File: src/verilog/ref_mem_defs.svh
`ifndef REF_MEM_DEFS_SVH
`define REF_MEM_DEFS_SVH

// bank geometry
`define REF_NUM_BANKS        32
`define REF_ROW_W            7

// preload phase
`define REF_BANKS_PER_GROUP  4
`define REF_NUM_GROUPS       8
`define REF_ROWS_PER_GROUP   96
`define REF_PRELOAD_LEN      768

// sub-area 1 sweep
`define REF_SA1_COLUMNS      7
`define REF_SA1_ROWS         24
`define REF_STALL_LO         7
`define REF_STALL_HI         19
`define REF_BLOCK_STEP       24
`define REF_SPLIT_STEP       8

// apb register offsets
`define REF_CTRL_ADDR        0
`define REF_STATUS_ADDR      4

`endif

File: src/verilog/ref_bank_pkg.sv
`default_nettype none

`include "ref_mem_defs.svh"

package ref_bank_pkg;

	// one enable per ram bank
	typedef logic [`REF_NUM_BANKS-1:0] bank_mask_t;

	typedef logic [`REF_ROW_W-1:0] row_addr_t;

	// bank 0 sits in the lowest slot
	typedef row_addr_t [`REF_NUM_BANKS-1:0] bank_addr_vec_t;

	// rotation for the pe array, 0 to num_banks-1
	typedef logic [$clog2(`REF_NUM_BANKS)-1:0] shift_t;

	// bank group index during preload
	typedef logic [$clog2(`REF_NUM_GROUPS)-1:0] group_idx_t;

	// search column index, column 1 is index 0
	typedef logic [$clog2(`REF_SA1_COLUMNS)-1:0] col_idx_t;

	// row inside a 24-row half column
	typedef logic [$clog2(`REF_SA1_ROWS)-1:0] sweep_row_t;

endpackage

`default_nettype wire

File: src/verilog/ref_ctrl_pkg.sv
`default_nettype none

package ref_ctrl_pkg;

	typedef enum logic [1:0] {
		IDLE    = 2'd0,
		PRELOAD = 2'd1,
		SEARCH  = 2'd2
	} phase_t;

	// status register layout
	typedef struct packed {
		logic [27:0] zero;
		phase_t      phase;
		logic        done;
		logic        busy;
	} status_t;

endpackage

`default_nettype wire

File: src/verilog/ref_apb_regs.sv
`timescale 1ns/1ps
`default_nettype none

`include "ref_mem_defs.svh"

module ref_apb_regs (
	input  logic                 clk,
	input  logic                 rst_n,
	input  logic [7:0]           paddr,
	input  logic                 psel,
	input  logic                 penable,
	input  logic                 pwrite,
	input  logic [31:0]          pwdata,
	output logic [31:0]          prdata,
	output logic                 pready,
	output logic                 pslverr,
	input  ref_ctrl_pkg::phase_t phase,
	output logic                 start
);

	import ref_ctrl_pkg::*;

	logic    access;
	logic    ctrl_hit;
	logic    status_hit;
	logic    done_q;
	phase_t  phase_q;
	status_t status;

	assign access     = psel && penable;
	assign ctrl_hit   = (paddr == 8'(`REF_CTRL_ADDR));
	assign status_hit = (paddr == 8'(`REF_STATUS_ADDR));

	// no wait states
	assign pready  = 1'b1;
	assign pslverr = access && !ctrl_hit && !status_hit;

	// start is ignored unless idle
	assign start = access && pwrite && ctrl_hit && pwdata[0] && (phase == IDLE);

	always_ff @(posedge clk or negedge rst_n) begin
		if (!rst_n) begin
			phase_q <= IDLE;
			done_q  <= 1'b0;
		end else begin
			phase_q <= phase;
			if (start) begin
				done_q <= 1'b0;
			end else if (phase_q == SEARCH && phase != SEARCH) begin
				done_q <= 1'b1;
			end
		end
	end

	always_comb begin
		status       = '0;
		status.busy  = (phase != IDLE);
		status.done  = done_q;
		status.phase = phase;
	end

	// ctrl register reads back zero
	assign prdata = (access && !pwrite && status_hit) ? status : 32'd0;

endmodule

`default_nettype wire

File: src/verilog/ref_phase_fsm.sv
`timescale 1ns/1ps
`default_nettype none

module ref_phase_fsm (
	input  logic                 clk,
	input  logic                 rst_n,
	input  logic                 start,
	input  logic                 preload_last,
	input  logic                 search_last,
	output ref_ctrl_pkg::phase_t phase
);

	import ref_ctrl_pkg::*;

	phase_t state_q;
	phase_t state_d;

	always_ff @(posedge clk or negedge rst_n) begin
		if (!rst_n) begin
			state_q <= IDLE;
		end else begin
			state_q <= state_d;
		end
	end

	always_comb begin
		state_d = state_q;
		case (state_q)
			IDLE: begin
				if (start) begin
					state_d = PRELOAD;
				end
			end
			PRELOAD: begin
				if (preload_last) begin
					state_d = SEARCH;
				end
			end
			SEARCH: begin
				// sweep done, back to idle
				if (search_last) begin
					state_d = IDLE;
				end
			end
			default: begin
				state_d = IDLE;
			end
		endcase
	end

	assign phase = state_q;

endmodule

`default_nettype wire

File: src/verilog/ref_preload_gen.sv
`timescale 1ns/1ps
`default_nettype none

`include "ref_mem_defs.svh"

module ref_preload_gen (
	input  logic                        clk,
	input  logic                        rst_n,
	input  ref_ctrl_pkg::phase_t        phase,
	output ref_bank_pkg::bank_mask_t    bank_sel,
	output logic                        wr_en,
	output ref_bank_pkg::bank_addr_vec_t wr_addr,
	output logic                        preload_last
);

	import ref_ctrl_pkg::*;
	import ref_bank_pkg::*;

	group_idx_t group_q;
	row_addr_t  row_q;
	logic       active;
	logic       group_end;

	assign active    = (phase == PRELOAD);
	assign group_end = (row_q == row_addr_t'(`REF_ROWS_PER_GROUP - 1));

	always_ff @(posedge clk or negedge rst_n) begin
		if (!rst_n) begin
			group_q <= '0;
			row_q   <= '0;
		end else if (!active) begin
			group_q <= '0;
			row_q   <= '0;
		end else if (group_end) begin
			// group 7 wraps to 0 on the last row
			row_q   <= '0;
			group_q <= group_q + 1'b1;
		end else begin
			row_q <= row_q + 1'b1;
		end
	end

	assign wr_en = active;

	// four adjacent banks per group
	assign bank_sel = active ?
		bank_mask_t'({`REF_BANKS_PER_GROUP{1'b1}}) << (group_q * `REF_BANKS_PER_GROUP) : '0;

	always_comb begin
		for (int b = 0; b < `REF_NUM_BANKS; b++) begin
			wr_addr[b] = active ? row_q : '0;
		end
	end

	assign preload_last = active && group_end &&
		(group_q == group_idx_t'(`REF_NUM_GROUPS - 1));

endmodule

`default_nettype wire

File: src/verilog/ref_search_rd_gen.sv
`timescale 1ns/1ps
`default_nettype none

`include "ref_mem_defs.svh"

module ref_search_rd_gen (
	input  logic                         clk,
	input  logic                         rst_n,
	input  ref_ctrl_pkg::phase_t         phase,
	output logic                         rd_en,
	output ref_bank_pkg::bank_addr_vec_t rd_addr,
	output ref_bank_pkg::shift_t         shift_value,
	output logic                         search_last
);

	import ref_ctrl_pkg::*;
	import ref_bank_pkg::*;

	col_idx_t   col_q;
	logic       half_q;
	sweep_row_t row_q;
	logic       hold_q;
	logic       active;
	logic       in_window;
	logic       row_end;
	logic [1:0] blk;
	shift_t     split;
	row_addr_t  base_row;

	assign active    = (phase == SEARCH);
	assign in_window = (row_q >= sweep_row_t'(`REF_STALL_LO)) &&
		(row_q <= sweep_row_t'(`REF_STALL_HI));
	assign row_end   = (row_q == sweep_row_t'(`REF_SA1_ROWS - 1));

	always_ff @(posedge clk or negedge rst_n) begin
		if (!rst_n) begin
			col_q  <= '0;
			half_q <= 1'b0;
			row_q  <= '0;
			hold_q <= 1'b0;
		end else if (!active) begin
			col_q  <= '0;
			half_q <= 1'b0;
			row_q  <= '0;
			hold_q <= 1'b0;
		end else if (in_window && !hold_q) begin
			// reuse row, present it once more
			hold_q <= 1'b1;
		end else begin
			hold_q <= 1'b0;
			if (row_end) begin
				row_q  <= '0;
				half_q <= ~half_q;
				if (half_q) begin
					col_q <= (col_q == col_idx_t'(`REF_SA1_COLUMNS - 1)) ? '0 : col_q + 1'b1;
				end
			end else begin
				row_q <= row_q + 1'b1;
			end
		end
	end

	// lane split grows by 8 banks per column, restarting every 4 columns
	assign split = shift_t'(col_q[1:0] * `REF_SPLIT_STEP);

	// 24-row block: column group plus sub-block half
	assign blk      = {1'b0, col_q[2]} + {1'b0, half_q};
	assign base_row = row_addr_t'(row_q) + row_addr_t'(blk * `REF_BLOCK_STEP);

	always_comb begin
		for (int b = 0; b < `REF_NUM_BANKS; b++) begin
			if (!active) begin
				rd_addr[b] = '0;
			end else if (b < split) begin
				// low banks already in the next block
				rd_addr[b] = base_row + row_addr_t'(`REF_BLOCK_STEP);
			end else begin
				rd_addr[b] = base_row;
			end
		end
	end

	assign rd_en       = active;
	assign shift_value = active ? split : '0;

	assign search_last = active && half_q && row_end &&
		(col_q == col_idx_t'(`REF_SA1_COLUMNS - 1));

endmodule

`default_nettype wire

File: src/verilog/ref_mem_ctrl_top.sv
`timescale 1ns/1ps
`default_nettype none

module ref_mem_ctrl_top (
	input  logic                         clk,
	input  logic                         rst_n,
	input  logic [7:0]                   paddr,
	input  logic                         psel,
	input  logic                         penable,
	input  logic                         pwrite,
	input  logic [31:0]                  pwdata,
	output logic [31:0]                  prdata,
	output logic                         pready,
	output logic                         pslverr,
	output ref_bank_pkg::bank_mask_t     bank_sel,
	output logic                         wr_en,
	output ref_bank_pkg::bank_addr_vec_t wr_addr,
	output logic                         rd_en,
	output ref_bank_pkg::bank_addr_vec_t rd_addr,
	output ref_bank_pkg::shift_t         shift_value
);

	import ref_ctrl_pkg::*;

	phase_t phase;
	logic   start;
	logic   preload_last;
	logic   search_last;

	// register access and start pulse
	ref_apb_regs i_ref_apb_regs (
		.clk     (clk),
		.rst_n   (rst_n),
		.paddr   (paddr),
		.psel    (psel),
		.penable (penable),
		.pwrite  (pwrite),
		.pwdata  (pwdata),
		.prdata  (prdata),
		.pready  (pready),
		.pslverr (pslverr),
		.phase   (phase),
		.start   (start)
	);

	ref_phase_fsm i_ref_phase_fsm (
		.clk          (clk),
		.rst_n        (rst_n),
		.start        (start),
		.preload_last (preload_last),
		.search_last  (search_last),
		.phase        (phase)
	);

	// write side, active in preload only
	ref_preload_gen i_ref_preload_gen (
		.clk          (clk),
		.rst_n        (rst_n),
		.phase        (phase),
		.bank_sel     (bank_sel),
		.wr_en        (wr_en),
		.wr_addr      (wr_addr),
		.preload_last (preload_last)
	);

	// read side, sub-area 1 sweep
	ref_search_rd_gen i_ref_search_rd_gen (
		.clk         (clk),
		.rst_n       (rst_n),
		.phase       (phase),
		.rd_en       (rd_en),
		.rd_addr     (rd_addr),
		.shift_value (shift_value),
		.search_last (search_last)
	);

endmodule

`default_nettype wire

File: config.mk
export PLATFORM = sky130hd
export DESIGN_NAME = ref_mem_ctrl_top
export DESIGN_NICKNAME = d
export VERILOG_FILES = /design/src/verilog/ref_bank_pkg.sv /design/src/verilog/ref_ctrl_pkg.sv /design/src/verilog/ref_apb_regs.sv /design/src/verilog/ref_phase_fsm.sv /design/src/verilog/ref_preload_gen.sv /design/src/verilog/ref_search_rd_gen.sv /design/src/verilog/ref_mem_ctrl_top.sv
export VERILOG_INCLUDE_DIRS = /design/src /design/src/verilog
export SDC_FILE = /design/constraint.sdc
export NUM_CORES = 1
export LEC_CHECK = 0
export BUFFER_PORTS_ARGS = -buffer_cell sky130_fd_sc_hd__buf_2
export CAP_MARGIN = 20
export CORE_AREA = 2 2 219 221
export CTS_CLUSTER_DIAMETER = 200
export CTS_CLUSTER_SIZE = 10
export DETAILED_ROUTE_END_ITERATION = 12
export DIE_AREA = 0 0 221 223
export MAX_ROUTING_LAYER = met4
export SLEW_MARGIN = 20
export SYNTH_ARGS = -nofsm -noshare
export SYNTH_HDL_FRONTEND = slang
export SYNTH_HIERARCHICAL = 1
export SYNTH_SLANG_ARGS = --single-unit
File: constraint.sdc
create_clock -name clk -period 4 [get_ports clk]
set_input_delay 0.8 -clock clk [delete_from_list [all_inputs] [get_ports clk]]
set_output_delay 0.8 -clock clk [all_outputs]
set_load 0.03 [all_outputs]
==> impl_metrics.json, run 1 <==
{
  "cts_hold_buf": 0,
  "finalHoldViolCount": 0,
  "cp_max_fo": 8,
  "cts_tree": "done",
  "syn-instance-count": 708,
  "worstPathRequired_ps": 3200,
  "synth_top_family_by_area": "buffers and inverters",
  "antenna_found_initial": 0,
  "place_congestion": 0.707,
  "cap_violations": 0,
  "multi_input_area_um2": 1420,
  "synth_area_um2": 5610,
  "fmax_mhz": 262,
  "htree_num_levels": 1,
  "netlist_top_cells_area": "buf_4 64%, dfrtp_1 11%, ha_1 2.9%",
  "grt_pass1_vias": 2378,
  "seqCellArea_um2": 626,
  "cp-end-kind": "output port",
  "power_density_nw_per_um2": 99.0,
  "portBuffers": 502,
  "core_area_um2": 47100,
  "ys_async_sr_fraction": 1.00,
  "synth_mux_area_frac": 0.0114,
  "layout-drive-gt1-share": 0.711,
  "rr_worst_depth": 4,
  "synthSimpleGateAreaFrac": 0.114,
  "tightestPinTransition_ps": 789,
  "die_x_um": 221,
  "dpl.hpwl_um": 10100,
  "clkSinkCount": 25,
  "hold_path_depth": 1,
  "clk_latency_ps": 270,
  "rows": 80,
  "synth_seq_cells": 25,
  "hp-class": "reg -> reg",
  "die_area_um2": 49300,
  "nets": 828,
  "synth_area_per_cell_um2": 7.92,
  "ios": 566,
  "synthXorXnorAreaFrac": 0.0125,
  "min_period_over_period": 0.956,
  "timing.final.ws_setup_ps": 178,
  "diodes": 0,
  "critPathKind": "reg -> out",
  "synthTopCellsByCount": "480 x buf_4, 25 x dfrtp_1, 18 x and2_1",
  "slew_violations": 0,
  "clk_pin_slew_ps": 70,
  "grt_max_degree": 34,
  "rrSetupSlack_ps": 1850,
  "fin_skew_ps": 4.82,
  "finalInstanceArea_um2": 5580,
  "die_height_um": 223,
  "drt_wl_total_um": 11700,
  "drt_iter0_drc": 95,
  "place_area_um2": 5450,
  "vias": 3721,
  "cts_max_path_buffers": 2,
  "start_kind": "flop",
  "slew_headroom": 0.474,
  "detail_route.wl_per_cell_um": 8.48,
  "synth_top_area_share": 0.643,
  "cellLeakagePower_uw": 0.00349,
  "rsz0062_at_grt": "no",
  "fillerInstances": 5443,
  "cts_buffers": 3,
  "grt_pass1_wl_um": 14900,
  "synth_edf_count": 0,
  "synthAdderAreaFrac": 0.0326,
  "start_util": 0.119,
  "first_pass_iters": 4,
  "avgViaCountPerCell": 2.69,
  "final_antenna_net_count": 0,
  "pre_cts_ws_ps": 335,
  "fin_crit_ps": 3820,
  "yosysWarnings": 6,
  "area_growth_pct": -0.424,
  "arrival_ps": 3020,
  "post-route-drc-count": 0,
  "grt_overflow_total": 0,
  "yosys.cell_count.top_type": "buf_4",
  "synth-compound-area-share": 0.0516,
  "setup-violations-final": 0,
  "yosysSeqAreaShare": 0.112,
  "ys.flop_type": "dfrtp_1",
  "synth_area_leader_cell": "buf_4",
  "clock-root-buffer": "clkbuf_16",
  "outcome": "finished, final reports clean",
  "grt_usage": 0.0405,
  "worst_ir_drop_vdd_mv": 0.125,
  "ys_types": 53
}
## final timing paths
check / from / endpoint
min reg2reg: i_ref_preload_gen/row_q[0] / i_ref_preload_gen/row_q[0]
max reg2reg: i_ref_phase_fsm/phase[1] / i_ref_search_rd_gen/row_q[1]
max: i_ref_search_rd_gen/col_q[2] / rd_addr[90]
min in group asynchronous: rst_n / i_ref_apb_regs/phase_q[1]
max in group asynchronous: rst_n / i_ref_search_rd_gen/row_q[3]
min: i_ref_preload_gen/row_q[0] / i_ref_preload_gen/row_q[0]
## metal layers
| metal | global-route usage | share of wire | vias up | routed length [um] |
|---|---|---|---|---|
| li1 | - | - | 1853 | - |
| met1 | 0.0537 | 0.44 | 1622 | 5130 |
| met2 | 0.0618 | 0.46 | 240 | 5430 |
| met3 | 0.00909 | 0.091 | 6 | 1060 |
| met4 | 0.0110 | 0.0091 | 0 | 107 |
| met5 | - | 0 | - | 0 |
## area by class of cell
cell class,count,area share
inverters,15,0.0101
clock buffers,3,0.0134
flip-flops and latches,25,0.112
clock inverters,1,0.00134
repair buffers,516,0.471
well taps,615,0.138
multi-input cells,208,0.254
## critical path, stage by stage, from the launching register on
cell and delay, ps:
dfrtp_1 400, inv_1 80, ha_1 330, ha_1 200, inv_1 70, fa_1 450, nor2b_1 200, or4_1 450
mux2i_4 290, buf_2 260
## cells in the final DEF, fill, tap and decap left out, types with 3 or more instances in the layout
cell,n
nor2b_1,4
inv_1,13
buf_4,18
mux2i_4,3
dfrtp_1,25
clkbuf_16,3
nor4_1,3
a21oi_2,3
and2_1,18
nand2_1,8
o21ai_0,11
nand3_1,5
or4_1,3
xnor2_1,6
o31ai_1,4
nand4b_1,3
nor3_1,6
a21oi_1,13
buf_2,498
or3_1,5
conb_1,32
nand2b_1,8
a211oi_2,4
ha_1,13
and3_1,8
nor2_1,14
nand4_1,3
mux2_2,3
## what timing repair did
action / in CTS / in global routing
gates resized for setup: 0 / 12
setup endpoints to repair: 0 / 32
buffers inserted: 0 / 1
## state kept, by name, indices dropped and copies added, names as in the netlist
register,cells
i_ref_apb_regs/phase_q,2
i_ref_preload_gen/group_q,3
i_ref_preload_gen/row_q,7
i_ref_search_rd_gen/col_q,3
i_ref_search_rd_gen/hold_q,1
i_ref_search_rd_gen/half_q,1
i_ref_search_rd_gen/row_q,5
i_ref_phase_fsm/phase,2
i_ref_apb_regs/done_q,1
## cells by family (layout without fill, tap and decap cells)
kind of cell / count (synthesis) / after routing
compound gates: 45 / 45
xor+xnor: 8 / 8
fa+ha+maj: 14 / 14
buf+inv: 504 / 535
flops: 25 / 25
mux: 6 / 6
other cells: 3 / 32
simple gates: 103 / 103
## metrics by stage
stage	setup TNS [ps]	hold slack, ps	total power, uW	std cells	util
2_1_floorplan	-552	479	324	737	-
3_3_place_gp	0	504	315	1378	0.116
3_5_place_dp	0	510	316	1378	0.116
4_1_cts	0	519	570	1382	0.117
5_1_grt	0	574	581	1383	0.118
6_report	0	515	552	1383	0.118
## power by group
group,switching [uW],total (uW),internal (uW)
Clock,105,242,137
Combinational,52.1,58.3,6.15
Sequential,0,253,253
Total,157,552,395
No activity file was read; power rests on OpenSTA's default activity.
==> inputs of run 2 (changes only) <==
CORE_AREA = 2 2 223 225   (was 2 2 219 221)
CTS_BUF_LIST = sky130_fd_sc_hd__clkbuf_8   (was unset)
DIE_AREA = 0 0 225 227   (was 0 0 221 223)
MAX_ROUTING_LAYER = unset   (was met4)
==> impl_metrics.json, run 2 (same netlist as run 1, synthesis figures left out) <==
{
  "slew_violations": 0,
  "fmax_mhz": 259,
  "clk_latency_ps": 280,
  "seqCellArea_um2": 626,
  "top_register": "i_ref_preload_gen/row_q",
  "vias": 3747,
  "cts_hold_buf": 0,
  "crit_chain": "inv_1 > ha_1 > ha_1 > inv_1 > fa_2 > nor2b_2 > or4_1 > mux2i_4 > buf_2",
  "finalHoldViolCount": 0,
  "die_x_um": 225,
  "avgViaCountPerCell": 2.69,
  "antenna_found_initial": 1,
  "die_height_um": 227,
  "core_area_um2": 48500,
  "finalSetupTns_ps": 0,
  "grt_overflow_total": 0,
  "place_congestion": 0.702,
  "clock-root-buffer": "clkbuf_8",
  "fin_skew_ps": 8.35,
  "final_common_cell": "buf_2",
  "timing.final.ws_setup_ps": 134,
  "most-common-layout-cells": "487 x buf_2, 32 x conb_1, 25 x dfrtp_1, 21 x buf_4, 18 x and2_1",
  "cp-end-kind": "output port",
  "cp_max_fo": 8,
  "grt_pass1_wl_um": 15000,
  "dp_cells": 1387,
  "htree_num_levels": 1,
  "final_cells": 1393,
  "slew_headroom": 0.468,
  "cp.buffers_inverters": 3,
  "outcome": "finished, final reports clean",
  "drt_wl_total_um": 12700,
  "nets": 830,
  "area_growth_pct": 0.223,
  "first_pass_iters": 4,
  "tightestPinTransition_ps": 797,
  "fillerInstances": 5597,
  "ios": 566,
  "clk_pin_slew_ps": 110,
  "start_util": 0.115,
  "cpLargestDelayFamily": "adder cells",
  "dpl.hpwl_um": 10900,
  "cts_tree": "done",
  "multi_input_area_um2": 1420,
  "min_period_over_period": 0.966,
  "grt_max_degree": 34,
  "worstPathRequired_ps": 3200,
  "portBuffers": 502,
  "hp-class": "reg -> reg",
  "grt_usage": 0.0393,
  "clkSinkCount": 25,
  "critPathMaxStageDelay_ps": 460,
  "final_antenna_net_count": 0,
  "rsz0062_at_grt": "yes",
  "worst_ir_drop_vdd_mv": 0.0946,
  "cap_violations": 0,
  "cts_buffers": 3,
  "top_regs": "i_ref_preload_gen/row_q (7), i_ref_search_rd_gen/row_q (5)",
  "largest_register_ffs": 7,
  "rows": 81,
  "fin_crit_ps": 3870,
  "worst_path_max_delay_cell": "fa_2",
  "pre_cts_ws_ps": 327,
  "start_kind": "flop",
  "cellLeakagePower_uw": 0.00348,
  "power_density_nw_per_um2": 85.2,
  "layout-drive-gt1-share": 0.714,
  "critPathKind": "reg -> out",
  "drt_iter0_drc": 117,
  "arrival_ps": 3070,
  "total_power_uw": 479,
  "setup-violations-final": 0,
  "fin_util": 0.116,
  "post-route-drc-count": 0,
  "cts_max_path_buffers": 2,
  "die_area_um2": 51100,
  "detail_route.wl_per_cell_um": 9.14,
  "grt_pass1_vias": 2346
}
## run 2: stage by stage
| stage | hold slack, ps | cell area [um2] |
|---|---|---|
| after floorplan | 479 | 5740 |
| after global routing | 553 | 5620 |
| after CTS | 526 | 5530 |
| final | 523 | 5620 |
| after detailed placement | 509 | 5480 |
| after global placement | 509 | 5480 |
## run 2: area by class of cell
class,count,area share
repair buffers,518,0.478
multi-input cells,208,0.253
well taps,622,0.139
flip-flops and latches,25,0.111
inverters,15,0.0100
clock buffers,3,0.00735
clock inverters,1,0.00134
diodes,1,0.000445
## run 2: where the power goes
group	internal [uW]	total, uW	switching [uW]
clock	71.0	167	95.5
combinational	6.15	59.8	53.7
sequential	253	253	0
## run 2: timing repair
item                       in CTS  in global routing
setup buffers                   0                  1
gates resized for setup         1                 27
setup endpoints to repair       8                 40
pin swaps                       0                  2
## run 2: path summary, 6_finish.rpt
path,from,endpoint,slack (ps),cells after the start
max in group asynchronous,rst_n,i_ref_search_rd_gen/row_q[4],3000,1
min in group asynchronous,rst_n,i_ref_phase_fsm/phase[1],550,1
worst min register to register,i_ref_preload_gen/row_q[0],i_ref_preload_gen/row_q[0],520,1
worst max register to register,i_ref_phase_fsm/phase[1],i_ref_phase_fsm/phase[1],1850,6
worst max-delay path,i_ref_search_rd_gen/col_q[2],rd_addr[167],130,9
worst min-delay path,i_ref_preload_gen/row_q[0],i_ref_preload_gen/row_q[0],520,1
## run 2: worst register-to-register path, cell delays in order, from the launching register on
cell	delay [ps]
dfrtp_1	590
nand2b_4	270
inv_2	260
nand2_1	120
nor4_1	550
nand2b_1	180
o21ai_0	70
## run 2: per-layer routing
metal | part of all wire | global-route usage
met5 | 0 | 0
met1 | 0.43 | 0.0539
met4 | 0.0055 | 0.00705
met3 | 0.10 | 0.0124
met2 | 0.47 | 0.0607
